--- config.mk ---
export PLATFORM = sky130hd
export DESIGN_NAME = axi_crossbar_flat
export DESIGN_NICKNAME = d
export VERILOG_FILES = /design/src/verilog/mem_pkg.sv /design/src/verilog/axi_lite_if.sv /design/src/verilog/axi_crossbar.sv /design/src/flat_wrapper.sv
export VERILOG_INCLUDE_DIRS = /design/src /design/src/verilog
export SDC_FILE = /design/constraint.sdc
export NUM_CORES = 1
export LEC_CHECK = 0
export BUFFER_PORTS_ARGS = -buffer_cell sky130_fd_sc_hd__clkbuf_2
export CORE_AREA = 3 3 253 255
export DETAILED_ROUTE_END_ITERATION = 7
export DIE_AREA = 0 0 256 258
export GPL_TIMING_DRIVEN = 0
export PLACE_DENSITY = 0.3
export REMOVE_ABC_BUFFERS = 1
export SETUP_SLACK_MARGIN = 0.3
export SLEW_MARGIN = 20
export SYNTH_ARGS = -nofsm -noshare
export SYNTH_HDL_FRONTEND = slang
export SYNTH_SLANG_ARGS = --single-unit
--- constraint.sdc ---
create_clock -name clock -period 3.87 [get_ports clock]
set_clock_uncertainty 0.15 [all_clocks]
set_input_delay 0.1935 -clock clock [delete_from_list [all_inputs] [get_ports clock]]
set_output_delay 0.1935 -clock clock [all_outputs]
set_load 0.05 [all_outputs]
--- src/verilog/mem_settings.svh ---
`ifndef MEM_SETTINGS_SVH
`define MEM_SETTINGS_SVH

// bus widths
`define MEM_ADDR_WD 32
`define MEM_DATA_WD 32
`define MEM_STRB_WD (`MEM_DATA_WD / 8)

// sram window, only the low index bits reach the array
`define SRAM_BASE   32'h8000_0000
`define SRAM_SPAN   32'h0800_0000
`define SRAM_WORDS  256

// uart: +0 tx data, +4 byte count
`define UART_BASE   32'h1000_0000
// clint: +0 mtime low, +4 mtime high
`define CLINT_BASE  32'h0200_0000
`define DEV_SPAN    32'h0000_0010

`endif

--- src/verilog/mem_pkg.sv ---
package mem_pkg;

    typedef enum logic [2:0] {
        IDLE       = 3'd0,
        READ_ADDR  = 3'd1,
        READ_DATA  = 3'd2,
        WRITE_ADDR = 3'd3,
        WRITE_RESP = 3'd4,
        ERR_RESP   = 3'd5
    } xbar_state_e;

    // value doubles as index into the slave vectors
    typedef enum logic [1:0] {
        SEL_SRAM  = 2'd0,
        SEL_UART  = 2'd1,
        SEL_CLINT = 2'd2,
        SEL_NONE  = 2'd3
    } slave_sel_e;

    typedef enum logic [1:0] {
        RESP_OKAY   = 2'd0,
        RESP_SLVERR = 2'd2,
        RESP_DECERR = 2'd3
    } axi_resp_e;

endpackage

--- src/verilog/axi_lite_if.sv ---
`timescale 1ns/1ps
`include "mem_settings.svh"

interface axi_lite_if;

    logic [`MEM_ADDR_WD-1:0] araddr;
    logic                    arvalid;
    logic                    arready;
    logic [`MEM_DATA_WD-1:0] rdata;
    mem_pkg::axi_resp_e      rresp;
    logic                    rvalid;
    logic                    rready;

    logic [`MEM_ADDR_WD-1:0] awaddr;
    logic                    awvalid;
    logic                    awready;
    logic [`MEM_DATA_WD-1:0] wdata;
    logic [`MEM_STRB_WD-1:0] wstrb;
    logic                    wvalid;
    logic                    wready;
    mem_pkg::axi_resp_e      bresp;
    logic                    bvalid;
    logic                    bready;

    modport master (
        output araddr, arvalid, rready, awaddr, awvalid, wdata, wstrb, wvalid, bready,
        input  arready, rdata, rresp, rvalid, awready, wready, bresp, bvalid
    );

    modport slave (
        input  araddr, arvalid, rready, awaddr, awvalid, wdata, wstrb, wvalid, bready,
        output arready, rdata, rresp, rvalid, awready, wready, bresp, bvalid
    );

endinterface

--- src/verilog/axi_crossbar.sv ---
`timescale 1ns/1ps
`include "mem_settings.svh"

module axi_crossbar (
    input  logic                    clock,
    input  logic                    rst,

    input  logic [`MEM_ADDR_WD-1:0] ifu_araddr,
    input  logic                    ifu_arvalid,
    output logic                    ifu_arready,
    output logic [`MEM_DATA_WD-1:0] ifu_rdata,
    output logic [1:0]              ifu_rresp,
    output logic                    ifu_rvalid,
    input  logic                    ifu_rready,

    input  logic [`MEM_ADDR_WD-1:0] lsu_araddr,
    input  logic                    lsu_arvalid,
    output logic                    lsu_arready,
    output logic [`MEM_DATA_WD-1:0] lsu_rdata,
    output logic [1:0]              lsu_rresp,
    output logic                    lsu_rvalid,
    input  logic                    lsu_rready,
    input  logic [`MEM_ADDR_WD-1:0] lsu_awaddr,
    input  logic                    lsu_awvalid,
    output logic                    lsu_awready,
    input  logic [`MEM_DATA_WD-1:0] lsu_wdata,
    input  logic [`MEM_STRB_WD-1:0] lsu_wstrb,
    input  logic                    lsu_wvalid,
    output logic                    lsu_wready,
    output logic [1:0]              lsu_bresp,
    output logic                    lsu_bvalid,
    input  logic                    lsu_bready,

    axi_lite_if.master              sram_bus,
    axi_lite_if.master              uart_bus,
    axi_lite_if.master              clint_bus
);

    mem_pkg::xbar_state_e    state, state_nxt;
    mem_pkg::slave_sel_e     sel_q, win_sel;
    logic                    lsu_q, write_q;
    logic [`MEM_ADDR_WD-1:0] addr_q, win_addr;
    logic [`MEM_DATA_WD-1:0] wdata_q;
    logic [`MEM_STRB_WD-1:0] wstrb_q;

    logic                    lsu_req, any_req, win_write, win_err, start, grant_lsu;
    logic                    idle_err, acc_rd, acc_wr;
    logic                    st_ar, st_r, st_aw, st_b, st_err;
    logic [3:0]              sel_hot;
    logic [3:0]              s_arready, s_rvalid, s_awready, s_wready, s_bvalid;
    logic [`MEM_DATA_WD-1:0] s_rdata [4];
    logic [1:0]              s_rresp [4];
    logic [1:0]              s_bresp [4];
    logic                    g_arready, g_wacc, g_rvalid, g_bvalid, g_rready;
    logic [`MEM_DATA_WD-1:0] g_rdata;
    logic [1:0]              g_rresp, g_bresp, err_resp;

    function automatic mem_pkg::slave_sel_e decode(input logic [`MEM_ADDR_WD-1:0] a);
        if (a >= `SRAM_BASE && a < `SRAM_BASE + `SRAM_SPAN)
            return mem_pkg::SEL_SRAM;
        if (a >= `UART_BASE && a < `UART_BASE + `DEV_SPAN)
            return mem_pkg::SEL_UART;
        if (a >= `CLINT_BASE && a < `CLINT_BASE + `DEV_SPAN)
            return mem_pkg::SEL_CLINT;
        return mem_pkg::SEL_NONE;
    endfunction

    // lsu has priority, and its write goes before its read
    assign lsu_req   = lsu_arvalid | (lsu_awvalid & lsu_wvalid);
    assign any_req   = lsu_req | ifu_arvalid;
    assign win_write = lsu_awvalid & lsu_wvalid;
    assign win_addr  = !lsu_req ? ifu_araddr : (win_write ? lsu_awaddr : lsu_araddr);
    assign win_sel   = decode(win_addr);
    assign win_err   = (win_sel == mem_pkg::SEL_NONE)
                     | (win_write & (win_sel == mem_pkg::SEL_CLINT));
    assign start     = (state == mem_pkg::IDLE) & any_req;
    assign grant_lsu = (state == mem_pkg::IDLE) ? lsu_req : lsu_q;

    assign st_ar   = (state == mem_pkg::READ_ADDR);
    assign st_r    = (state == mem_pkg::READ_DATA);
    assign st_aw   = (state == mem_pkg::WRITE_ADDR);
    assign st_b    = (state == mem_pkg::WRITE_RESP);
    assign st_err  = (state == mem_pkg::ERR_RESP);
    assign sel_hot = 4'b0001 << sel_q;

    // gather slave outputs, slot 3 stands for no slave
    assign s_arready = {1'b0, clint_bus.arready, uart_bus.arready, sram_bus.arready};
    assign s_rvalid  = {1'b0, clint_bus.rvalid,  uart_bus.rvalid,  sram_bus.rvalid};
    assign s_awready = {1'b0, clint_bus.awready, uart_bus.awready, sram_bus.awready};
    assign s_wready  = {1'b0, clint_bus.wready,  uart_bus.wready,  sram_bus.wready};
    assign s_bvalid  = {1'b0, clint_bus.bvalid,  uart_bus.bvalid,  sram_bus.bvalid};
    assign s_rdata   = '{sram_bus.rdata, uart_bus.rdata, clint_bus.rdata, '0};
    assign s_rresp   = '{sram_bus.rresp, uart_bus.rresp, clint_bus.rresp, 2'd0};
    assign s_bresp   = '{sram_bus.bresp, uart_bus.bresp, clint_bus.bresp, 2'd0};

    assign err_resp  = (sel_q == mem_pkg::SEL_NONE) ? mem_pkg::RESP_DECERR
                                                    : mem_pkg::RESP_SLVERR;
    assign g_arready = st_ar & s_arready[sel_q];
    assign g_wacc    = st_aw & s_awready[sel_q] & s_wready[sel_q];
    assign g_rvalid  = (st_r & s_rvalid[sel_q]) | (st_err & ~write_q);
    assign g_bvalid  = (st_b & s_bvalid[sel_q]) | (st_err & write_q);
    assign g_rdata   = st_r ? s_rdata[sel_q] : '0;
    assign g_rresp   = st_r ? s_rresp[sel_q] : err_resp;
    assign g_bresp   = st_b ? s_bresp[sel_q] : err_resp;
    assign g_rready  = lsu_q ? lsu_rready : ifu_rready;

    // error requests are taken straight from idle
    assign idle_err = start & win_err;
    assign acc_rd   = g_arready | (idle_err & ~win_write);
    assign acc_wr   = g_wacc | (idle_err & win_write);

    assign ifu_arready = ~grant_lsu & acc_rd;
    assign ifu_rvalid  = ~lsu_q & g_rvalid;
    assign ifu_rdata   = g_rdata;
    assign ifu_rresp   = g_rresp;
    assign lsu_arready = grant_lsu & acc_rd;
    assign lsu_rvalid  = lsu_q & g_rvalid;
    assign lsu_rdata   = g_rdata;
    assign lsu_rresp   = g_rresp;
    assign lsu_awready = acc_wr;
    assign lsu_wready  = acc_wr;
    assign lsu_bvalid  = g_bvalid;
    assign lsu_bresp   = g_bresp;

    assign sram_bus.araddr  = addr_q;
    assign sram_bus.arvalid = st_ar & sel_hot[0];
    assign sram_bus.rready  = st_r & sel_hot[0] & g_rready;
    assign sram_bus.awaddr  = addr_q;
    assign sram_bus.awvalid = st_aw & sel_hot[0];
    assign sram_bus.wdata   = wdata_q;
    assign sram_bus.wstrb   = wstrb_q;
    assign sram_bus.wvalid  = st_aw & sel_hot[0];
    assign sram_bus.bready  = st_b & sel_hot[0] & lsu_bready;

    assign uart_bus.araddr  = addr_q;
    assign uart_bus.arvalid = st_ar & sel_hot[1];
    assign uart_bus.rready  = st_r & sel_hot[1] & g_rready;
    assign uart_bus.awaddr  = addr_q;
    assign uart_bus.awvalid = st_aw & sel_hot[1];
    assign uart_bus.wdata   = wdata_q;
    assign uart_bus.wstrb   = wstrb_q;
    assign uart_bus.wvalid  = st_aw & sel_hot[1];
    assign uart_bus.bready  = st_b & sel_hot[1] & lsu_bready;

    // clint is read only
    assign clint_bus.araddr  = addr_q;
    assign clint_bus.arvalid = st_ar & sel_hot[2];
    assign clint_bus.rready  = st_r & sel_hot[2] & g_rready;
    assign clint_bus.awaddr  = '0;
    assign clint_bus.awvalid = 1'b0;
    assign clint_bus.wdata   = '0;
    assign clint_bus.wstrb   = '0;
    assign clint_bus.wvalid  = 1'b0;
    assign clint_bus.bready  = 1'b0;

    always_comb begin
        state_nxt = state;
        case (state)
            mem_pkg::IDLE: begin
                if (any_req)
                    state_nxt = win_err   ? mem_pkg::ERR_RESP :
                                win_write ? mem_pkg::WRITE_ADDR : mem_pkg::READ_ADDR;
            end
            mem_pkg::READ_ADDR:  if (g_arready) state_nxt = mem_pkg::READ_DATA;
            mem_pkg::READ_DATA:  if (g_rvalid & g_rready) state_nxt = mem_pkg::IDLE;
            mem_pkg::WRITE_ADDR: if (g_wacc) state_nxt = mem_pkg::WRITE_RESP;
            mem_pkg::WRITE_RESP: if (g_bvalid & lsu_bready) state_nxt = mem_pkg::IDLE;
            mem_pkg::ERR_RESP: begin
                if ((g_rvalid & g_rready) | (g_bvalid & lsu_bready))
                    state_nxt = mem_pkg::IDLE;
            end
            default: state_nxt = mem_pkg::IDLE;
        endcase
    end

    always_ff @(posedge clock) begin
        if (rst) begin
            state   <= mem_pkg::IDLE;
            sel_q   <= mem_pkg::SEL_NONE;
            lsu_q   <= 1'b0;
            write_q <= 1'b0;
        end else begin
            state <= state_nxt;
            if (start) begin
                sel_q   <= win_sel;
                lsu_q   <= lsu_req;
                write_q <= win_write;
            end
        end
    end

    always_ff @(posedge clock) begin
        if (start) begin
            addr_q  <= win_addr;
            wdata_q <= lsu_wdata;
            wstrb_q <= lsu_wstrb;
        end
    end

endmodule

--- src/flat_wrapper.sv ---
// flat-port wrapper written by rule: the top's interface ports become plain ports
module axi_crossbar_flat 
  (clock, rst, ifu_araddr, ifu_arvalid, ifu_arready, ifu_rdata, ifu_rresp, ifu_rvalid, ifu_rready, lsu_araddr, lsu_arvalid, lsu_arready, lsu_rdata, lsu_rresp, lsu_rvalid, lsu_rready, lsu_awaddr, lsu_awvalid, lsu_awready, lsu_wdata, lsu_wstrb, lsu_wvalid, lsu_wready, lsu_bresp, lsu_bvalid, lsu_bready, sram_bus_araddr, sram_bus_arvalid, sram_bus_rready, sram_bus_awaddr, sram_bus_awvalid, sram_bus_wdata, sram_bus_wstrb, sram_bus_wvalid, sram_bus_bready, sram_bus_arready, sram_bus_rdata, sram_bus_rresp, sram_bus_rvalid, sram_bus_awready, sram_bus_wready, sram_bus_bresp, sram_bus_bvalid, uart_bus_araddr, uart_bus_arvalid, uart_bus_rready, uart_bus_awaddr, uart_bus_awvalid, uart_bus_wdata, uart_bus_wstrb, uart_bus_wvalid, uart_bus_bready, uart_bus_arready, uart_bus_rdata, uart_bus_rresp, uart_bus_rvalid, uart_bus_awready, uart_bus_wready, uart_bus_bresp, uart_bus_bvalid, clint_bus_araddr, clint_bus_arvalid, clint_bus_rready, clint_bus_awaddr, clint_bus_awvalid, clint_bus_wdata, clint_bus_wstrb, clint_bus_wvalid, clint_bus_bready, clint_bus_arready, clint_bus_rdata, clint_bus_rresp, clint_bus_rvalid, clint_bus_awready, clint_bus_wready, clint_bus_bresp, clint_bus_bvalid);
  axi_lite_if sram_bus_i ();
  axi_lite_if uart_bus_i ();
  axi_lite_if clint_bus_i ();
  input  logic clock;
  input  logic rst;
  input  logic [`MEM_ADDR_WD-1:0] ifu_araddr;
  input  logic ifu_arvalid;
  output logic ifu_arready;
  output logic [`MEM_DATA_WD-1:0] ifu_rdata;
  output logic [1:0] ifu_rresp;
  output logic ifu_rvalid;
  input  logic ifu_rready;
  input  logic [`MEM_ADDR_WD-1:0] lsu_araddr;
  input  logic lsu_arvalid;
  output logic lsu_arready;
  output logic [`MEM_DATA_WD-1:0] lsu_rdata;
  output logic [1:0] lsu_rresp;
  output logic lsu_rvalid;
  input  logic lsu_rready;
  input  logic [`MEM_ADDR_WD-1:0] lsu_awaddr;
  input  logic lsu_awvalid;
  output logic lsu_awready;
  input  logic [`MEM_DATA_WD-1:0] lsu_wdata;
  input  logic [`MEM_STRB_WD-1:0] lsu_wstrb;
  input  logic lsu_wvalid;
  output logic lsu_wready;
  output logic [1:0] lsu_bresp;
  output logic lsu_bvalid;
  input  logic lsu_bready;
  output wire logic [$bits(sram_bus_i.araddr)-1:0] sram_bus_araddr;
  output wire logic [$bits(sram_bus_i.arvalid)-1:0] sram_bus_arvalid;
  output wire logic [$bits(sram_bus_i.rready)-1:0] sram_bus_rready;
  output wire logic [$bits(sram_bus_i.awaddr)-1:0] sram_bus_awaddr;
  output wire logic [$bits(sram_bus_i.awvalid)-1:0] sram_bus_awvalid;
  output wire logic [$bits(sram_bus_i.wdata)-1:0] sram_bus_wdata;
  output wire logic [$bits(sram_bus_i.wstrb)-1:0] sram_bus_wstrb;
  output wire logic [$bits(sram_bus_i.wvalid)-1:0] sram_bus_wvalid;
  output wire logic [$bits(sram_bus_i.bready)-1:0] sram_bus_bready;
  input wire logic [$bits(sram_bus_i.arready)-1:0] sram_bus_arready;
  input wire logic [$bits(sram_bus_i.rdata)-1:0] sram_bus_rdata;
  input wire logic [$bits(sram_bus_i.rresp)-1:0] sram_bus_rresp;
  input wire logic [$bits(sram_bus_i.rvalid)-1:0] sram_bus_rvalid;
  input wire logic [$bits(sram_bus_i.awready)-1:0] sram_bus_awready;
  input wire logic [$bits(sram_bus_i.wready)-1:0] sram_bus_wready;
  input wire logic [$bits(sram_bus_i.bresp)-1:0] sram_bus_bresp;
  input wire logic [$bits(sram_bus_i.bvalid)-1:0] sram_bus_bvalid;
  output wire logic [$bits(uart_bus_i.araddr)-1:0] uart_bus_araddr;
  output wire logic [$bits(uart_bus_i.arvalid)-1:0] uart_bus_arvalid;
  output wire logic [$bits(uart_bus_i.rready)-1:0] uart_bus_rready;
  output wire logic [$bits(uart_bus_i.awaddr)-1:0] uart_bus_awaddr;
  output wire logic [$bits(uart_bus_i.awvalid)-1:0] uart_bus_awvalid;
  output wire logic [$bits(uart_bus_i.wdata)-1:0] uart_bus_wdata;
  output wire logic [$bits(uart_bus_i.wstrb)-1:0] uart_bus_wstrb;
  output wire logic [$bits(uart_bus_i.wvalid)-1:0] uart_bus_wvalid;
  output wire logic [$bits(uart_bus_i.bready)-1:0] uart_bus_bready;
  input wire logic [$bits(uart_bus_i.arready)-1:0] uart_bus_arready;
  input wire logic [$bits(uart_bus_i.rdata)-1:0] uart_bus_rdata;
  input wire logic [$bits(uart_bus_i.rresp)-1:0] uart_bus_rresp;
  input wire logic [$bits(uart_bus_i.rvalid)-1:0] uart_bus_rvalid;
  input wire logic [$bits(uart_bus_i.awready)-1:0] uart_bus_awready;
  input wire logic [$bits(uart_bus_i.wready)-1:0] uart_bus_wready;
  input wire logic [$bits(uart_bus_i.bresp)-1:0] uart_bus_bresp;
  input wire logic [$bits(uart_bus_i.bvalid)-1:0] uart_bus_bvalid;
  output wire logic [$bits(clint_bus_i.araddr)-1:0] clint_bus_araddr;
  output wire logic [$bits(clint_bus_i.arvalid)-1:0] clint_bus_arvalid;
  output wire logic [$bits(clint_bus_i.rready)-1:0] clint_bus_rready;
  output wire logic [$bits(clint_bus_i.awaddr)-1:0] clint_bus_awaddr;
  output wire logic [$bits(clint_bus_i.awvalid)-1:0] clint_bus_awvalid;
  output wire logic [$bits(clint_bus_i.wdata)-1:0] clint_bus_wdata;
  output wire logic [$bits(clint_bus_i.wstrb)-1:0] clint_bus_wstrb;
  output wire logic [$bits(clint_bus_i.wvalid)-1:0] clint_bus_wvalid;
  output wire logic [$bits(clint_bus_i.bready)-1:0] clint_bus_bready;
  input wire logic [$bits(clint_bus_i.arready)-1:0] clint_bus_arready;
  input wire logic [$bits(clint_bus_i.rdata)-1:0] clint_bus_rdata;
  input wire logic [$bits(clint_bus_i.rresp)-1:0] clint_bus_rresp;
  input wire logic [$bits(clint_bus_i.rvalid)-1:0] clint_bus_rvalid;
  input wire logic [$bits(clint_bus_i.awready)-1:0] clint_bus_awready;
  input wire logic [$bits(clint_bus_i.wready)-1:0] clint_bus_wready;
  input wire logic [$bits(clint_bus_i.bresp)-1:0] clint_bus_bresp;
  input wire logic [$bits(clint_bus_i.bvalid)-1:0] clint_bus_bvalid;
  assign sram_bus_araddr = sram_bus_i.araddr;
  assign sram_bus_arvalid = sram_bus_i.arvalid;
  assign sram_bus_rready = sram_bus_i.rready;
  assign sram_bus_awaddr = sram_bus_i.awaddr;
  assign sram_bus_awvalid = sram_bus_i.awvalid;
  assign sram_bus_wdata = sram_bus_i.wdata;
  assign sram_bus_wstrb = sram_bus_i.wstrb;
  assign sram_bus_wvalid = sram_bus_i.wvalid;
  assign sram_bus_bready = sram_bus_i.bready;
  assign sram_bus_i.arready = sram_bus_arready;
  assign sram_bus_i.rdata = sram_bus_rdata;
  assign sram_bus_i.rresp = sram_bus_rresp;
  assign sram_bus_i.rvalid = sram_bus_rvalid;
  assign sram_bus_i.awready = sram_bus_awready;
  assign sram_bus_i.wready = sram_bus_wready;
  assign sram_bus_i.bresp = sram_bus_bresp;
  assign sram_bus_i.bvalid = sram_bus_bvalid;
  assign uart_bus_araddr = uart_bus_i.araddr;
  assign uart_bus_arvalid = uart_bus_i.arvalid;
  assign uart_bus_rready = uart_bus_i.rready;
  assign uart_bus_awaddr = uart_bus_i.awaddr;
  assign uart_bus_awvalid = uart_bus_i.awvalid;
  assign uart_bus_wdata = uart_bus_i.wdata;
  assign uart_bus_wstrb = uart_bus_i.wstrb;
  assign uart_bus_wvalid = uart_bus_i.wvalid;
  assign uart_bus_bready = uart_bus_i.bready;
  assign uart_bus_i.arready = uart_bus_arready;
  assign uart_bus_i.rdata = uart_bus_rdata;
  assign uart_bus_i.rresp = uart_bus_rresp;
  assign uart_bus_i.rvalid = uart_bus_rvalid;
  assign uart_bus_i.awready = uart_bus_awready;
  assign uart_bus_i.wready = uart_bus_wready;
  assign uart_bus_i.bresp = uart_bus_bresp;
  assign uart_bus_i.bvalid = uart_bus_bvalid;
  assign clint_bus_araddr = clint_bus_i.araddr;
  assign clint_bus_arvalid = clint_bus_i.arvalid;
  assign clint_bus_rready = clint_bus_i.rready;
  assign clint_bus_awaddr = clint_bus_i.awaddr;
  assign clint_bus_awvalid = clint_bus_i.awvalid;
  assign clint_bus_wdata = clint_bus_i.wdata;
  assign clint_bus_wstrb = clint_bus_i.wstrb;
  assign clint_bus_wvalid = clint_bus_i.wvalid;
  assign clint_bus_bready = clint_bus_i.bready;
  assign clint_bus_i.arready = clint_bus_arready;
  assign clint_bus_i.rdata = clint_bus_rdata;
  assign clint_bus_i.rresp = clint_bus_rresp;
  assign clint_bus_i.rvalid = clint_bus_rvalid;
  assign clint_bus_i.awready = clint_bus_awready;
  assign clint_bus_i.wready = clint_bus_wready;
  assign clint_bus_i.bresp = clint_bus_bresp;
  assign clint_bus_i.bvalid = clint_bus_bvalid;
  axi_crossbar u_core (.clock(clock), .rst(rst), .ifu_araddr(ifu_araddr), .ifu_arvalid(ifu_arvalid), .ifu_arready(ifu_arready), .ifu_rdata(ifu_rdata), .ifu_rresp(ifu_rresp), .ifu_rvalid(ifu_rvalid), .ifu_rready(ifu_rready), .lsu_araddr(lsu_araddr), .lsu_arvalid(lsu_arvalid), .lsu_arready(lsu_arready), .lsu_rdata(lsu_rdata), .lsu_rresp(lsu_rresp), .lsu_rvalid(lsu_rvalid), .lsu_rready(lsu_rready), .lsu_awaddr(lsu_awaddr), .lsu_awvalid(lsu_awvalid), .lsu_awready(lsu_awready), .lsu_wdata(lsu_wdata), .lsu_wstrb(lsu_wstrb), .lsu_wvalid(lsu_wvalid), .lsu_wready(lsu_wready), .lsu_bresp(lsu_bresp), .lsu_bvalid(lsu_bvalid), .lsu_bready(lsu_bready), .sram_bus(sram_bus_i), .uart_bus(uart_bus_i), .clint_bus(clint_bus_i));
endmodule
# After elaboration in Yosys (flattened, before gate mapping)
# Index checks and enable logic that the tools add are counted.
# word_totals
regBits	75
output_inout_bits	392
input_bits	264
rom_bits	0
latchBits	0
n_memories	0
ram_bits	0
# op_classes
n_eq_ne	14
div_mod_pow	0
reduce_logical	5
shift	1
bitwise	47
muxes	48
magnitude_cmp	8
n_addsub	0
n_mul	0
# ops
op	n
$mux W32	5
$bmux W32 S2	1
$and A1 B1 Y1	34
$ge A32 B26 Y1 const B	1
$ge A32 B29 Y1 const B	1
$ge A32 B32 Y1 const B	1
$lt A32 B26 Y1 const B	1
$lt A32 B29 Y1 const B	1
$lt A32 B32 Y1 const B	1
$mux W2	13
$mux W3	7
$pmux W3 S6	1
$mux W1	14
$bmux W1 S2	5
$ne A2 B2 Y1 const B	5
$bmux W2 S2	2
$or A1 B1 Y1	8
$eq A2 B2 Y1 const B	3
$eq A3 B2 Y1 const B	2
$eq A3 B3 Y1 const B	2
$reduce_and A6 Y1	1
$not A1 Y1	4
$eq A3 B1 Y1 const B	1
$ge A3 B3 Y1 const B	1
6 further kinds	8

# Depth between registers and ports, before layout
# Gate-level depths: netlist (run 1).
# logic_depth
depth_word	19
ltp_mapped	10
depth_no_buf	7

# Least setup slack after synthesis (run 1)
# OpenSTA, ideal clock, no wires.
# synth_timing
path_kind	input -> output
startpoint	input lsu_arvalid
endpoint	output ifu_arready
path_slack_ns	-0.764
n_path_buf	3
arrival_time_ns	4.290
t_required_ns	3.526
cell_stages	9
cell_sequence	buf_6 buf_4 buf_4 nor2_1 nand2_1 nand2_1 inv_1 o21ai_2 o41ai_1
# synth_lines
element	line_no	source
from (decl)	flat_wrapper.sv:17	input logic lsu_arvalid;
$or A1 B1 Y1	axi_crossbar.sv:69	assign lsu_req = lsu_arvalid | (lsu_awvalid & lsu_wvalid);
$or A1 B1 Y1	axi_crossbar.sv:70	assign any_req = lsu_req | ifu_arvalid;
$and A1 B1 Y1	axi_crossbar.sv:76	assign start = (state == mem_pkg::IDLE) & any_req;
net u_core.start	axi_crossbar.sv:46	logic lsu_req, any_req, win_write, win_err, start, grant_lsu;
$and A1 B1 Y1	axi_crossbar.sv:108	assign idle_err = start & win_err;
$and A1 B1 Y1	axi_crossbar.sv:109	assign acc_rd = g_arready | (idle_err & ~win_write);
$or A1 B1 Y1	axi_crossbar.sv:109	
$and A1 B1 Y1	axi_crossbar.sv:112	assign ifu_arready = ~grant_lsu & acc_rd;
to (decl)	flat_wrapper.sv:11	output logic ifu_arready;
# The timed path passes the listed nets, and every way through them passes these cells. The select of a mux whose other input is x is not followed.

# Final worst setup path (run 1)
# layout_timing
startpoint	input lsu_awvalid
endpoint	output lsu_wready
# layout_between
elab_chain_len	17
# layout_rtl
element	line_no	source
from (decl)	flat_wrapper.sv:24	input logic lsu_awvalid;
$and A1 B1 Y1 (*)	axi_crossbar.sv:69, axi_crossbar.sv:71	
$mux W32 or $or A1 B1 Y1 (tied branches)	axi_crossbar.sv:72, axi_crossbar.sv:69	
$mux W32 (*)	axi_crossbar.sv:72	assign win_addr = !lsu_req ? ifu_araddr : (win_write ? lsu_awaddr : lsu_araddr);
net u_core.win_addr[12]	axi_crossbar.sv:42	logic [`MEM_ADDR_WD-1:0] addr_q, win_addr;
$ge A32 B26 Y1 (no source line) or $lt A32 B26 Y1 (tied branches)	-	
$logic_and A1 B1 Y1 (no source line)	-	
$mux W1 (2 in a row)	axi_crossbar.sv:63	if (a >= `CLINT_BASE && a < `CLINT_BASE + `DEV_SPAN)
$mux W1	axi_crossbar.sv:61	if (a >= `UART_BASE && a < `UART_BASE + `DEV_SPAN)
$mux W2	axi_crossbar.sv:65	return mem_pkg::SEL_NONE;
$mux W2	axi_crossbar.sv:63	
$mux W2 (*)	axi_crossbar.sv:61	
$eq A2 B2 Y1	axi_crossbar.sv:75	| (win_write & (win_sel == mem_pkg::SEL_CLINT));
$and A1 B1 Y1	axi_crossbar.sv:75	
$or A1 B1 Y1 (*)	axi_crossbar.sv:75	
$and A1 B1 Y1 (*)	axi_crossbar.sv:108	
$and A1 B1 Y1 (*)	axi_crossbar.sv:110	assign acc_wr = g_wacc | (idle_err & win_write);
$or A1 B1 Y1 (*)	axi_crossbar.sv:110	
to (decl)	flat_wrapper.sv:29	output logic lsu_wready;
# The timed path passes the listed nets; every way through them passes the cells marked *. The select of a mux whose other input is x is not followed.

==> summary.md, run 1 <==
| Metric | Value |
|---|---|
| Status | finished, final reports clean |
| Cell Area, Placed | 8787 µm² |
| P&R area growth vs syn | 46.31% |
| Routed wire per std cell | 21.53 µm |
| Mapped Cells | ~740 |
| Syn Area/Cell | just under 9 µm² |
| Post-DP HPWL | between 30 and 40 mm |
| Number of remaining DRC errors | 0 |
| CTS Buf Count | 9 |
| Post-synth top area cell | buf_4 |
| Top Family by Delay on Critical Path | simple AND/OR/NAND/NOR gates |
| CTS tree | built |
| Async SR Flop Fraction | 0% |
| Rel. slew slack | between 40% and 50% |
| Sequential share of the synthesized area | about a third |
| Most frequent cell after synthesis | buf_4 |
| Slowest-stage cell, CP | or4b_1 |
| Crit path cell chain | clkbuf_8 -> and2_4 -> buf_16 -> o21ai_0 -> or4b_1 -> nor4_4 -> buf_4 -> a31oi_1 -> o21ai_2 -> o21ai_0 -> clkbuf_2 |
| EDFF count, synth | a little under 70 |
| Top post-synthesis cells by area | buf_4, edfxtp_1, mux2i_1, nor2_1, a21oi_1 |
| DR vias | about 6700 |
| Worst Path Buf+Inv | 4 |
| Worst EP required | between 3 and 4 ns |
| GRT overflow | 0 |
| Min Clock Period, post-route | approximately 3.4 ns |
| Vias per cell | approximately 3.3 |
| First-pass GRT wire length | approximately 57 mm |
| Max Cap Viol | 0 |
| Distinct cells, synth | 50 |
| Top post-synthesis cells by count | buf_4, nor2_1, mux2i_1 |
| #FFs+latches synth | 75 |
| Largest net degree at the start of global routing | 56 |
| ANT nets after route | 0 |
| Critical Path AT | about 3.1 ns |
| Worst hold-check path type | primary input to flop |
| Fin cells | about 2000 |
| I/O Pins | between 600 and 700 |
| Layout cells sized above 1 | between 50% and 60% |
| Routed WL | about 43 mm |
| Root buffer cell | clkbuf_16 |
| RSZ-0062 raised after global routing | false |
| TritonRoute pass-1 iters | 4 |
| Number of global-route vias before repair | approximately 6500 |
| Fmax | 293.2 MHz |
| Die width | between 200 and 300 µm |
| Synth top area share | between 30% and 40% |
| VDD IR max | 0.4197 mV |
| Initial drt markers | between 200 and 250 |
| Area of the die | roughly 66000 µm² |
| Die Y | ~260 µm |
| Tot GR Track Use | between 10 and 15% |
| CTS clock-pin slew for the worst setup and hold paths | roughly 0.07 ns |
| CP Max Fanout | 24 |
| Row count | 91 |
| Critical path type | primary input to primary output |
| Ys Warns | 0 |
| Clk sink count | between 70 and 80 |
| Critical path's largest stage delay | between 0.6 and 0.7 ns |
| Max Slew Vio Count | 0 |
| CP Capture Type | primary output |
| Fillers | just over 7000 |
| Core area | 61830 µm² |
| Mapped cell area | between 6000 and 7000 µm² |
| Initial antenna violation count | 20 |
| Setup-failing EPs final | 0 |
| Power density over the cells | around 970 nW/µm² |
| Post-synth top flop | edfxtp_1 |
| Nets@finish | 1422 |
| Period utilization | approximately nine tenths |
| Top cell by count, worst path | o21ai_0 |
| Htree depth | 3 |
| Number of port buffers | just under 600 |
| Dpl cells | ~1900 |
| Slew of the pin with the lowest slew margin | roughly 0.79 ns |
| Starting Density | 10.69% |
| Clk_lat worst skew | 0.36 ns |
| Final Hold Vio Count | 0 |
| Max clock buf depth | 2 |
| GP Congestion | 0.8833 |
| Static leakage | 4.899 nW |
| Design Area, Final | about 9700 µm² |
| Setup crit start kind | primary input |
-- logic make-up (layout without fill, tap and decap cells) --
logic type             Yosys count  after routing  share of synthesized area (%)
buffers and inverters          311            661                          33.62
and+or+nand+nor                182            182                          13.01
AOI/OAI and AO/OA               98             98                          8.428
muxes                           76             76                          11.86
DFF                             75             75                          33.03
other                            1             79                        0.05676
-- worst reg2reg max path: stages (launching register included) --
cell and delay (ns):
dfxtp_4 0.79, nor2b_4 0.58, buf_12 0.24, a21oi_1 0.23, a221oi_1 0.61, nand2b_1 0.21
a41o_1 0.18, a31oi_1 0.04
-- registers in the layout, indices dropped and copies added (netlist names) --
name and flops:
u_core.write_q 1, u_core.sram_bus.wstrb 4, u_core.state 3, u_core.clint_bus.araddr 32, u_core.lsu_q 1, u_core.sel_q 2
u_core.sram_bus.wdata 32
-- power by group --
part / leakage [nW] / switching [mW] / internal, mW / total (mW)
logic: 4.03 / 5.24 / 1.20 / 6.44
registers: 0.717 / 0.678 / 1.32 / 2.00
clock network: 0.153 / 0.368 / 0.566 / 0.934
total: 4.90 / 6.29 / 3.09 / 9.37
-- area by class of cell --
class                      count  area [µm²]  share of cell area (%)
antenna                        8       20.02                  0.2071
clock buffer                  10       229.0                   2.369
clock inverter                 6       90.09                  0.9320
inverter                       6       25.02                  0.2589
multi-input combinational    427        2501                   25.88
sequential                    75        2190                   22.65
tap                          837        1047                   10.83
timing repair buffer         639        3563                   36.87
-- per-layer routing --
layer	global-route usage, %	wire length [µm]	vias to the layer above
met2	23.06	22730	443
li1	-	-	3033
met3	3.756	3458	63
met4	4.989	1340	16
met1	13.07	15600	3115
met5	0	110	-
-- worst paths after layout --
kind                                     start                                    end  slack, ns  cells after the start
setup / recovery                   lsu_awvalid                             lsu_wready       0.46                     11
hold / removal                  lsu_awaddr[13]  u_core.clint_bus.araddr[13]$_DFFE_PP_       0.03                      3
setup reg to reg  u_core.sel_q[0]$_SDFFE_PP1P_           u_core.state[2]$_SDFFE_PP0P_       0.71                      7
hold reg to reg    u_core.write_q$_SDFFE_PP0P_            u_core.write_q$_SDFFE_PP0P_       0.35                      2
-- metrics by stage --
step                      power (mW)  hold slack [ns]  util, %  setup TNS, ns  setup slack (ns)
after floorplan                6.349           0.1081        -         -35.63            -1.174
after global placement         8.500           0.2225    13.98        -277.90            -3.838
after detailed placement       8.520           0.2222    14.21         -4.409           -0.8871
after CTS                      9.542         0.008698    15.58              0            0.3369
after global routing           9.739          0.05328    15.62              0            0.3019
final                          9.375          0.03023    15.63              0            0.4597
-- timing repair --
item                                    in CTS  in global routing
endpoints found under the setup margin       8                  2
hold buffers                                46                  0
pin swaps                                    2                  1
hold endpoints to repair                    49                  0
setup buffers                                3                  1
gates resized for setup                      9                  2
-- cell usage in the layout (no fill, tap or decap), types with 6 or more instances in the layout --
| master | instances |
|---|---|
| a21oi_1 | 42 |
| dlygate4sd3_1 | 46 |
| o21ai_0 | 34 |
| nand3_1 | 20 |
| clkbuf_2 | 581 |
| mux2i_1 | 70 |
| edfxtp_1 | 68 |
| nor2_1 | 89 |
| clkbuf_16 | 9 |
| diode_2 | 8 |
| nand2b_1 | 6 |
| conb_1 | 71 |
| nand2_1 | 28 |
No activity file was read; power rests on OpenSTA's default activity.
==> run 2: changes to the inputs <==
--- a/config.mk
+++ b/config.mk
@@ -6,10 +6,11 @@
 export SDC_FILE = /design/constraint.sdc
 export NUM_CORES = 1
 export LEC_CHECK = 0
+export ABC_AREA = 1
 export BUFFER_PORTS_ARGS = -buffer_cell sky130_fd_sc_hd__clkbuf_2
-export CORE_AREA = 3 3 253 255
+export CORE_AREA = 3 3 256 258
 export DETAILED_ROUTE_END_ITERATION = 7
-export DIE_AREA = 0 0 256 258
+export DIE_AREA = 0 0 259 261
 export GPL_TIMING_DRIVEN = 0
 export PLACE_DENSITY = 0.3
 export REMOVE_ABC_BUFFERS = 1
==> run 2 against run 1 <==
  * Wire length down 19%
  * Sequential cell count unchanged
  * Largest power group unchanged
  * Worst setup slack better by 0.18 ns
  * Power down 15%
  * Critical path depth down 3
  * Die area up 2.3%
  * Via count up 5.6%
  * Synthesized cell count up 21%
  * Area after synthesis up 2.2%
  * First-iteration DRC count up 31%
  * Register-to-register slack better by 0.63 ns
  * Core utilization down 0.27 points
==> summary.md, run 2 <==
| Metric | Value |
|---|---|
| Row count | 92 (was 91) |
| ANT nets after route | 0 (unchanged) |
| Critical path type | flop to primary output (was primary input to primary output) |
| Cell Area, Placed | 8864 µm² (was 8787 µm²) |
| Setup tns final | 0 ns (unchanged) |
| #FFs+latches synth | 75 (unchanged) |
| Area of the multi-input gates | 2359 µm² (was 2501 µm²) |
| Min Clock Period, post-route | 3.234 ns (was 3.410 ns) |
| Die width | 259 µm (was 256 µm) |
| TritonRoute pass-1 iters | 5 (was 4) |
| GP Congestion | 0.8129 (was 0.8833) |
| Syn Area/Cell | 7.488 µm² (was 8.891 µm²) |
| Post-synth top area cell | buf_4 (unchanged) |
| Async SR Flop Fraction | 0% (unchanged) |
| Worst hold-check path type | primary input to flop (unchanged) |
| Largest net degree at the start of global routing | 50 (was 56) |
| Slowest-stage cell, CP | nor3_4 (was or4b_1) |
| Number of port buffers | 584 (unchanged) |
| Post-synth top flop | edfxtp_1 (unchanged) |
| CP Max Fanout | 17 (was 24) |
| CTS Buf Count | 9 (unchanged) |
| Htree depth | 3 (unchanged) |
| Static leakage | 5.143 nW (was 4.899 nW) |
| DR vias | 7042 (was 6670) |
| Routed WL | 35.00 mm (was 43.23 mm) |
| # diodes | 0 (was 8) |
| Setup-failing EPs final | 0 (unchanged) |
| Met1 wire length | 12.80 mm (was 15.60 mm) |
| Starting Density | 10.69% (about the same) |
| Initial drt markers | 313 (was 239) |
| Distinct cells, synth | 35 (was 50) |
| CTS clock-pin slew for the worst setup and hold paths | 0.07 ns (about the same) |
| Final core utilization | 15.37% (was 15.63%) |
| Synth top area share | 30.79% (was 31.14%) |
| Max Slew Vio Count | 0 (unchanged) |
| Slew of the pin with the lowest slew margin | 0.7152 ns (was 0.7895 ns) |
| Status | finished, final reports clean (unchanged) |
| Clk sink count | 75 (unchanged) |
| Vias per cell | 3.241 (was 3.322) |
| RSZ-0062 raised after global routing | false (unchanged) |
| First-pass GRT wire length | 46.97 mm (was 56.62 mm) |
| Post-DP HPWL | 29.27 mm (was 37.55 mm) |
| Crit path cell chain | nor3_4 -> buf_8 -> buf_8 -> inv_2 -> nor2_2 -> nand2_1 -> o2111ai_1 -> clkbuf_2 (was clkbuf_8 -> and2_4 -> buf_16 -> o21ai_0 -> or4b_1 -> nor4_4 -> buf_4 -> a31oi_1 -> o21ai_2 -> o21ai_0 -> clkbuf_2) |
| Worst Path Buf+Inv | 4 (unchanged) |
| GRT overflow | 0 (unchanged) |
| Met3 WL | 2.618 mm (was 3.458 mm) |
| Fillers | 7300 (was 7133) |
| Top Family by Delay on Critical Path | simple AND/OR/NAND/NOR gates (unchanged) |
| Max clock buf depth | 2 (unchanged) |
| Top post-synthesis cells by area | buf_4, edfxtp_1, nand2_1, nand3_1, inv_1 (was buf_4, edfxtp_1, mux2i_1, nor2_1, a21oi_1) |
| Area of the die | 67600 µm² (was 66050 µm²) |
| Sequential share of the synthesized area | 32.31% (was 33.03%) |
| Nets@finish | 1586 (was 1422) |
| Setup crit start kind | flop (was primary input) |
| Mapped Cells | 902 (was 743) |
| Clk_lat worst skew | 0.35 ns (was 0.36 ns) |
| Worst EP required | 3.53 ns (about the same) |
| Core area | 63200 µm² (was 61830 µm²) |
| VDD IR max | 0.3874 mV (was 0.4197 mV) |
| Routed wire per std cell | 16.11 µm (was 21.53 µm) |
| EDFF count, synth | 68 (unchanged) |
| Final Hold Vio Count | 0 (unchanged) |
| Rel. slew slack | 50.96% (was 46.81%) |
| Top cell by count, worst path | buf_8 (was o21ai_0) |
| Fmax | 309.2 MHz (was 293.2 MHz) |
| Number of global-route vias before repair | 6862 (was 6474) |
| Number of remaining DRC errors | 0 (unchanged) |
| P&R area growth vs syn | 43.79% (was 46.31%) |
| Power density over the cells | 820.5 nW/µm² (was 969.9 nW/µm²) |
| CP Capture Type | primary output (unchanged) |
| Critical Path AT | 2.89 ns (was 3.07 ns) |
| Layout cells sized above 1 | 48.00% (was 54.26%) |
| Ys Warns | 0 (unchanged) |
| Root buffer cell | clkbuf_16 (unchanged) |
| Commonest cells after routing, fill and taps aside | clkbuf_2, nand2_1, nand3_1, conb_1, edfxtp_1 (was clkbuf_2, nor2_1, conb_1, mux2i_1, edfxtp_1) |
| CTS tree | built (unchanged) |
| Met2 wire length | 18.76 mm (was 22.73 mm) |
| Commonest non-fill, non-tap cell in the layout | clkbuf_2 (unchanged) |
| Design Area, Final | 9712 µm² (was 9666 µm²) |
| Mapped cell area | 6754 µm² (was 6606 µm²) |
| Critical path's largest stage delay | 0.61 ns (was 0.63 ns) |
| Register area | 2182 µm² (was 2190 µm²) |
| Max Cap Viol | 0 (unchanged) |
| I/O Pins | 656 (unchanged) |
| Tot GR Track Use | 9.627% (was 12.42%) |
| Period utilization | 83.58% (was 88.12%) |
| Top Layer Used | met4 (was met5) |
| Top post-synthesis cells by count | buf_4, nand2_1, nand3_1 (was buf_4, nor2_1, mux2i_1) |
| Most frequent cell after synthesis | buf_4 (unchanged) |
| Die Y | 261 µm (was 258 µm) |
| Initial antenna violation count | 1 (was 20) |
run 2: cell types whose count changed after synthesis, sizes merged, moves of 4 or more:
cell | before | now
nand2 | 30 | 246
nand3 | 20 | 126
mux2i | 71 | 1
inv | 6 | 66
nor2 | 89 | 41
a21oi | 42 | 13
o21ai | 38 | 10
clkbuf | 16 | 9
buf | 289 | 295
nand2b | 6 | 0
mux2 | 5 | 0
nor2b | 4 | 0
or4 | 4 | 0
run 2: power breakdown:
part | internal, mW | switching (mW)
logic | 0.939 | 4.56
clock network | 0.502 | 0.380
registers | 1.26 | 0.329
run 2: worst paths after layout:
| kind | startpoint | slack, ns | cells after the start | endpoint |
|---|---|---|---|---|
| setup reg to reg | u_core.sel_q[0]$_SDFFE_PP1P_ | 1.34 | 10 | u_core.state[2]$_SDFFE_PP0P_ |
| hold / removal | ifu_araddr[11] | 0.03 | 3 | u_core.clint_bus.araddr[11]$_DFFE_PP_ |
| hold reg to reg | u_core.write_q$_SDFFE_PP0P_ | 0.34 | 2 | u_core.write_q$_SDFFE_PP0P_ |
| setup / recovery | u_core.state[0]$_SDFFE_PP0P_ | 0.64 | 8 | ifu_rresp[0] |
run 2: cells by family after synthesis:
logic type,count (synthesis),synth area share (%)
AND/OR/NAND/NOR,423,27.57
buffers and inverters,370,37.11
other,1,0.05552
flip-flops,75,32.31
multiplexers,1,0.1482
AO/OA/AOI/OAI,32,2.816
run 2: tightest hold or removal path, cell delays in order:
cell,delay (ns)
clkbuf_2,0.08
nand3_1,0.06
nand2_1,0.09
run 2: per-layer routing:
metal,GRT usage (%),vias to the layer above
li1,-,3370
met3,1.886,27
met5,0,-
met2,18.81,411
met1,10.25,3234
met4,3.210,0
run 2: layout make-up:
cell class,count,share of cell area (%)
Clock buffer,10,2.358
Tap cell,846,10.90
Clock inverter,6,0.6699
Inverter,66,2.680
Multi-Input combinational cell,528,24.28
Timing Repair Buffer,642,36.64
Sequential cell,75,22.47
run 2: through the flow:
| step | instances | total power [mW] | hold slack (ns) | worst slack [ns] |
|---|---|---|---|---|
| final | 2173 | 7.968 | 0.03126 | 0.6356 |
| after global routing | 2173 | 8.340 | 0.02595 | 0.3127 |
| after CTS | 2173 | 8.123 | 0.0001630 | 0.3122 |
| after detailed placement | 2103 | 7.145 | 0.2224 | 0.06348 |
| after global placement | 2098 | 7.121 | 0.2227 | -1.880 |
| after floorplan | 668 | 5.473 | 0.1126 | -0.2703 |
run 2: repair_timing:
| item | CTS | global route |
|---|---|---|
| hold buffers | 53 | 0 |
| setup buffers | 0 | 0 |
| endpoints found under the setup margin | 6 | 4 |
| pin swaps | 1 | 0 |
| hold endpoints to repair | 52 | 0 |
| gates resized for setup | 4 | 2 |
| gates cloned | 1 | 0 |
==> run 3: changes to the inputs <==
--- a/config.mk
+++ b/config.mk
@@ -6,7 +6,7 @@
 export SDC_FILE = /design/constraint.sdc
 export NUM_CORES = 1
 export LEC_CHECK = 0
-export ABC_AREA = 1
+export ABC_AREA = 0
 export BUFFER_PORTS_ARGS = -buffer_cell sky130_fd_sc_hd__clkbuf_2
 export CORE_AREA = 3 3 256 258
 export DETAILED_ROUTE_END_ITERATION = 7
==> constraint.sdc (replaced) <==
create_clock -name clock -period 2.9 [get_ports clock]
set_clock_uncertainty 0.15 [all_clocks]
set_input_delay 0.145 -clock clock [delete_from_list [all_inputs] [get_ports clock]]
set_output_delay 0.145 -clock clock [all_outputs]
set_load 0.05 [all_outputs]
==> run 3 against run 2 <==
  * Critical path depth rose by 5
  * Sequential cell count did not move
  * Final cell count fell by 5.0%
  * Highest routed layer is now met5
==> summary.md, run 3 (synthesized netlist as in run 1, its figures left out) <==
| Metric | Value |
|---|---|
| Met2 wire length | 24.69 mm (was 18.76 mm) |
| Clock share of power | 9.1% (was 11.1%) |
| Top cell by count, worst path | buf_6 (was buf_8) |
| Die Y | 261 µm (unchanged) |
| Core area | 63200 µm² (unchanged) |
| Clk sink count | 75 (unchanged) |
| Area of the die | 67600 µm² (unchanged) |
| RSZ-0062 raised after global routing | true (was false) |
| Slowest-stage cell, CP | or4b_4 (was nor3_4) |
| Critical Path AT | 2.49 ns (was 2.89 ns) |
| Final Hold Vio Count | 0 (unchanged) |
| GP Congestion | 0.7839 (was 0.8129) |
| Critical path's largest stage delay | 0.58 ns (was 0.61 ns) |
| Row count | 92 (unchanged) |
| CTS clock-pin slew for the worst setup and hold paths | 0.06 ns (was 0.07 ns) |
| TritonRoute pass-1 iters | 4 (was 5) |
| CTS Buf Count | 9 (unchanged) |
| Met1 wire length | 16.23 mm (was 12.80 mm) |
| Commonest cells after routing, fill and taps aside | clkbuf_2, nor2_1, conb_1, mux2i_1, edfxtp_1 (was clkbuf_2, nand2_1, nand3_1, conb_1, edfxtp_1) |
| Combinational fraction of design power | 72.1% (was 69.0%) |
| Setup-failing EPs final | 0 (unchanged) |
| Power density over the cells | 1230 nW/µm² (was 820.5 nW/µm²) |
| Status | finished, final reports clean (unchanged) |
| VDD IR max | 0.5480 mV (was 0.3874 mV) |
| P&R area growth vs syn | 60.95% (was 43.79%) |
| Setup tns final | 0 ns (unchanged) |
| CP Capture Type | primary output (unchanged) |
| Top Family by Delay on Critical Path | simple AND/OR/NAND/NOR gates (unchanged) |
| Final core utilization | 16.83% (was 15.37%) |
| Clk_lat worst skew | 0.36 ns (was 0.35 ns) |
| Top Layer Used | met5 (was met4) |
| Max Cap Viol | 0 (unchanged) |
| Critical path type | primary input to primary output (was flop to primary output) |
| ANT nets after route | 0 (unchanged) |
| Worst EP required | 2.61 ns (was 3.53 ns) |
| Max Slew Vio Count | 0 (unchanged) |
| Max clock buf depth | 2 (unchanged) |
| Routed wire per std cell | 22.03 µm (was 16.11 µm) |
| Overall power | 13.08 mW (was 7.968 mW) |
| Tot GR Track Use | 12.52% (was 9.627%) |
| GRT overflow | 0 (unchanged) |
| Fmax | around 360 MHz |
| Routed WL | 45.50 mm (was 35.00 mm) |
| Pint | 4.492 mW (was 2.699 mW) |
| CP Max Fanout | 8 (was 17) |
| Sw Pwr | 8.586 mW (was 5.269 mW) |
| Initial antenna violation count | 16 (was 1) |
| Initial drt markers | 244 (was 313) |
| DR vias | 6835 (was 7042) |
| Number of remaining DRC errors | 0 (unchanged) |
| Sequential Power Share | 18.9% (was 19.9%) |
| Period utilization | about 96% |
| Root buffer cell | clkbuf_16 (unchanged) |
| Die width | 259 µm (unchanged) |
| Nets@finish | 1474 (was 1586) |
| Largest net degree at the start of global routing | 49 (was 50) |
| R2R Setup Slk | 0.50 ns (was 1.34 ns) |
| Worst Path Buf+Inv | 6 (was 4) |
| Rel. slew slack | 63.34% (was 50.96%) |
| First-pass GRT wire length | 57.47 mm (was 46.97 mm) |
| Number of global-route vias before repair | 6719 (was 6862) |
| Post-DP HPWL | 35.82 mm (was 29.27 mm) |
| Htree depth | 3 (unchanged) |
| I/O Pins | 656 (unchanged) |
| Vias per cell | 3.310 (was 3.241) |
| Commonest non-fill, non-tap cell in the layout | clkbuf_2 (unchanged) |
| Number of port buffers | 584 (unchanged) |
| Layout cells sized above 1 | 58.27% (was 48.00%) |
| Hold WS | 0.0001386 ns (was 0.03126 ns) |
| CTS tree | built (unchanged) |
| Switch share | 65.65% (was 66.13%) |
| Slew of the pin with the lowest slew margin | 0.5499 ns (was 0.7152 ns) |
| Setup crit start kind | primary input (was flop) |
| Worst hold-check path type | primary input to flop (unchanged) |
| Fillers | 7178 (was 7300) |
| Static leakage | 5.329 nW (was 5.143 nW) |
| Starting Density | 10.45% (was 10.69%) |
| Met3 WL | 3.056 mm (was 2.618 mm) |
| Crit path cell chain | clkbuf_16 -> and2_4 -> buf_6 -> buf_16 -> o21ai_4 -> or4b_4 -> nor4_4 -> buf_6 -> a31oi_4 -> o21ai_2 -> buf_6 -> o41ai_4 -> clkbuf_8 (was nor3_4 -> buf_8 -> buf_8 -> inv_2 -> nor2_2 -> nand2_1 -> o2111ai_1 -> clkbuf_2) |
| Min Clock Period, post-route | ~2.8 ns |
==> run 3: cell count changes in the layout (fill, tap and decap cells not counted), sizes merged, moves of 6 or more <==
cell    delta
buf       +45
mux2i     +70
o21ai     +28
a21oi     +29
inv       -62
nor2      +48
nand3    -106
nand2b     +6
nand2    -217
==> run 3: worst reg2reg max path, stage by stage, from the launching register on <==
cell and delay [ns]:
dfxtp_2 0.61, nor2_1 0.14, and2_2 0.27, or2_2 0.34, a221oi_2 0.38, nand2b_1 0.18
a41o_1 0.17, a31oi_1 0.04
==> run 3: power by group through the flow <==
stage / clock, mW / sequential [mW] / combinational (mW)
after floorplan: 0 / 6.77 / 1.70
after global placement: 0 / 2.66 / 7.80
after detailed placement: 0 / 2.59 / 8.74
after CTS: 1.26 / 2.51 / 9.47
after global routing: 1.28 / 2.52 / 9.81
final: 1.19 / 2.47 / 9.43
==> run 3: stage by stage <==
stage | instances | setup slack (ns) | instance area, µm²
floorplan | 508 | -2.095 | 4671
global placement | 1938 | -3.913 | 8652
detailed placement | 1944 | -1.361 | 8811
CTS | 2048 | 0.06426 | 10430
global route | 2062 | 0.009438 | 10630
finish | 2065 | 0.1173 | 10630
==> run 3: cell type report <==
| type | instances | area, µm² | area share [%] |
|---|---|---|---|
| inverter | 6 | 48.80 | 0.4589 |
| clock inverter | 6 | 66.31 | 0.6237 |
| clock buffer | 10 | 229.0 | 2.153 |
| sequential | 75 | 2192 | 20.62 |
| timing repair buffer | 691 | 4322 | 40.64 |
| multi-input combinational | 427 | 2706 | 25.45 |
| antenna | 4 | 10.01 | 0.09414 |
| tap | 846 | 1059 | 9.955 |
==> run 3: what timing repair did <==
item,CTS,global route
buffers inserted,27,12
resized for setup,81,22
setup endpoints to repair,76,12
hold buffers,53,0
hold endpoints to repair,55,0
pin swaps,14,10
cloned,8,1
==> run 3: per-layer routing <==
| layer | up-vias | track usage [%] |
|---|---|---|
| met5 | - | 0 |
| met2 | 445 | 24.90 |
| met3 | 60 | 2.389 |
| met1 | 3181 | 13.09 |
| met4 | 8 | 3.977 |
| li1 | 3141 | - |
==> run 3: final timing paths <==
path / startpoint / end / cells past startpoint
min: lsu_awaddr[26] / u_core.clint_bus.araddr[26]$_DFFE_PP_ / 3
min reg2reg: u_core.write_q$_SDFFE_PP0P_ / u_core.write_q$_SDFFE_PP0P_ / 2
max: lsu_wvalid / lsu_arready / 13
max reg2reg: u_core.state[0]$_SDFFE_PP0P_ / u_core.state[2]$_SDFFE_PP0P_ / 7
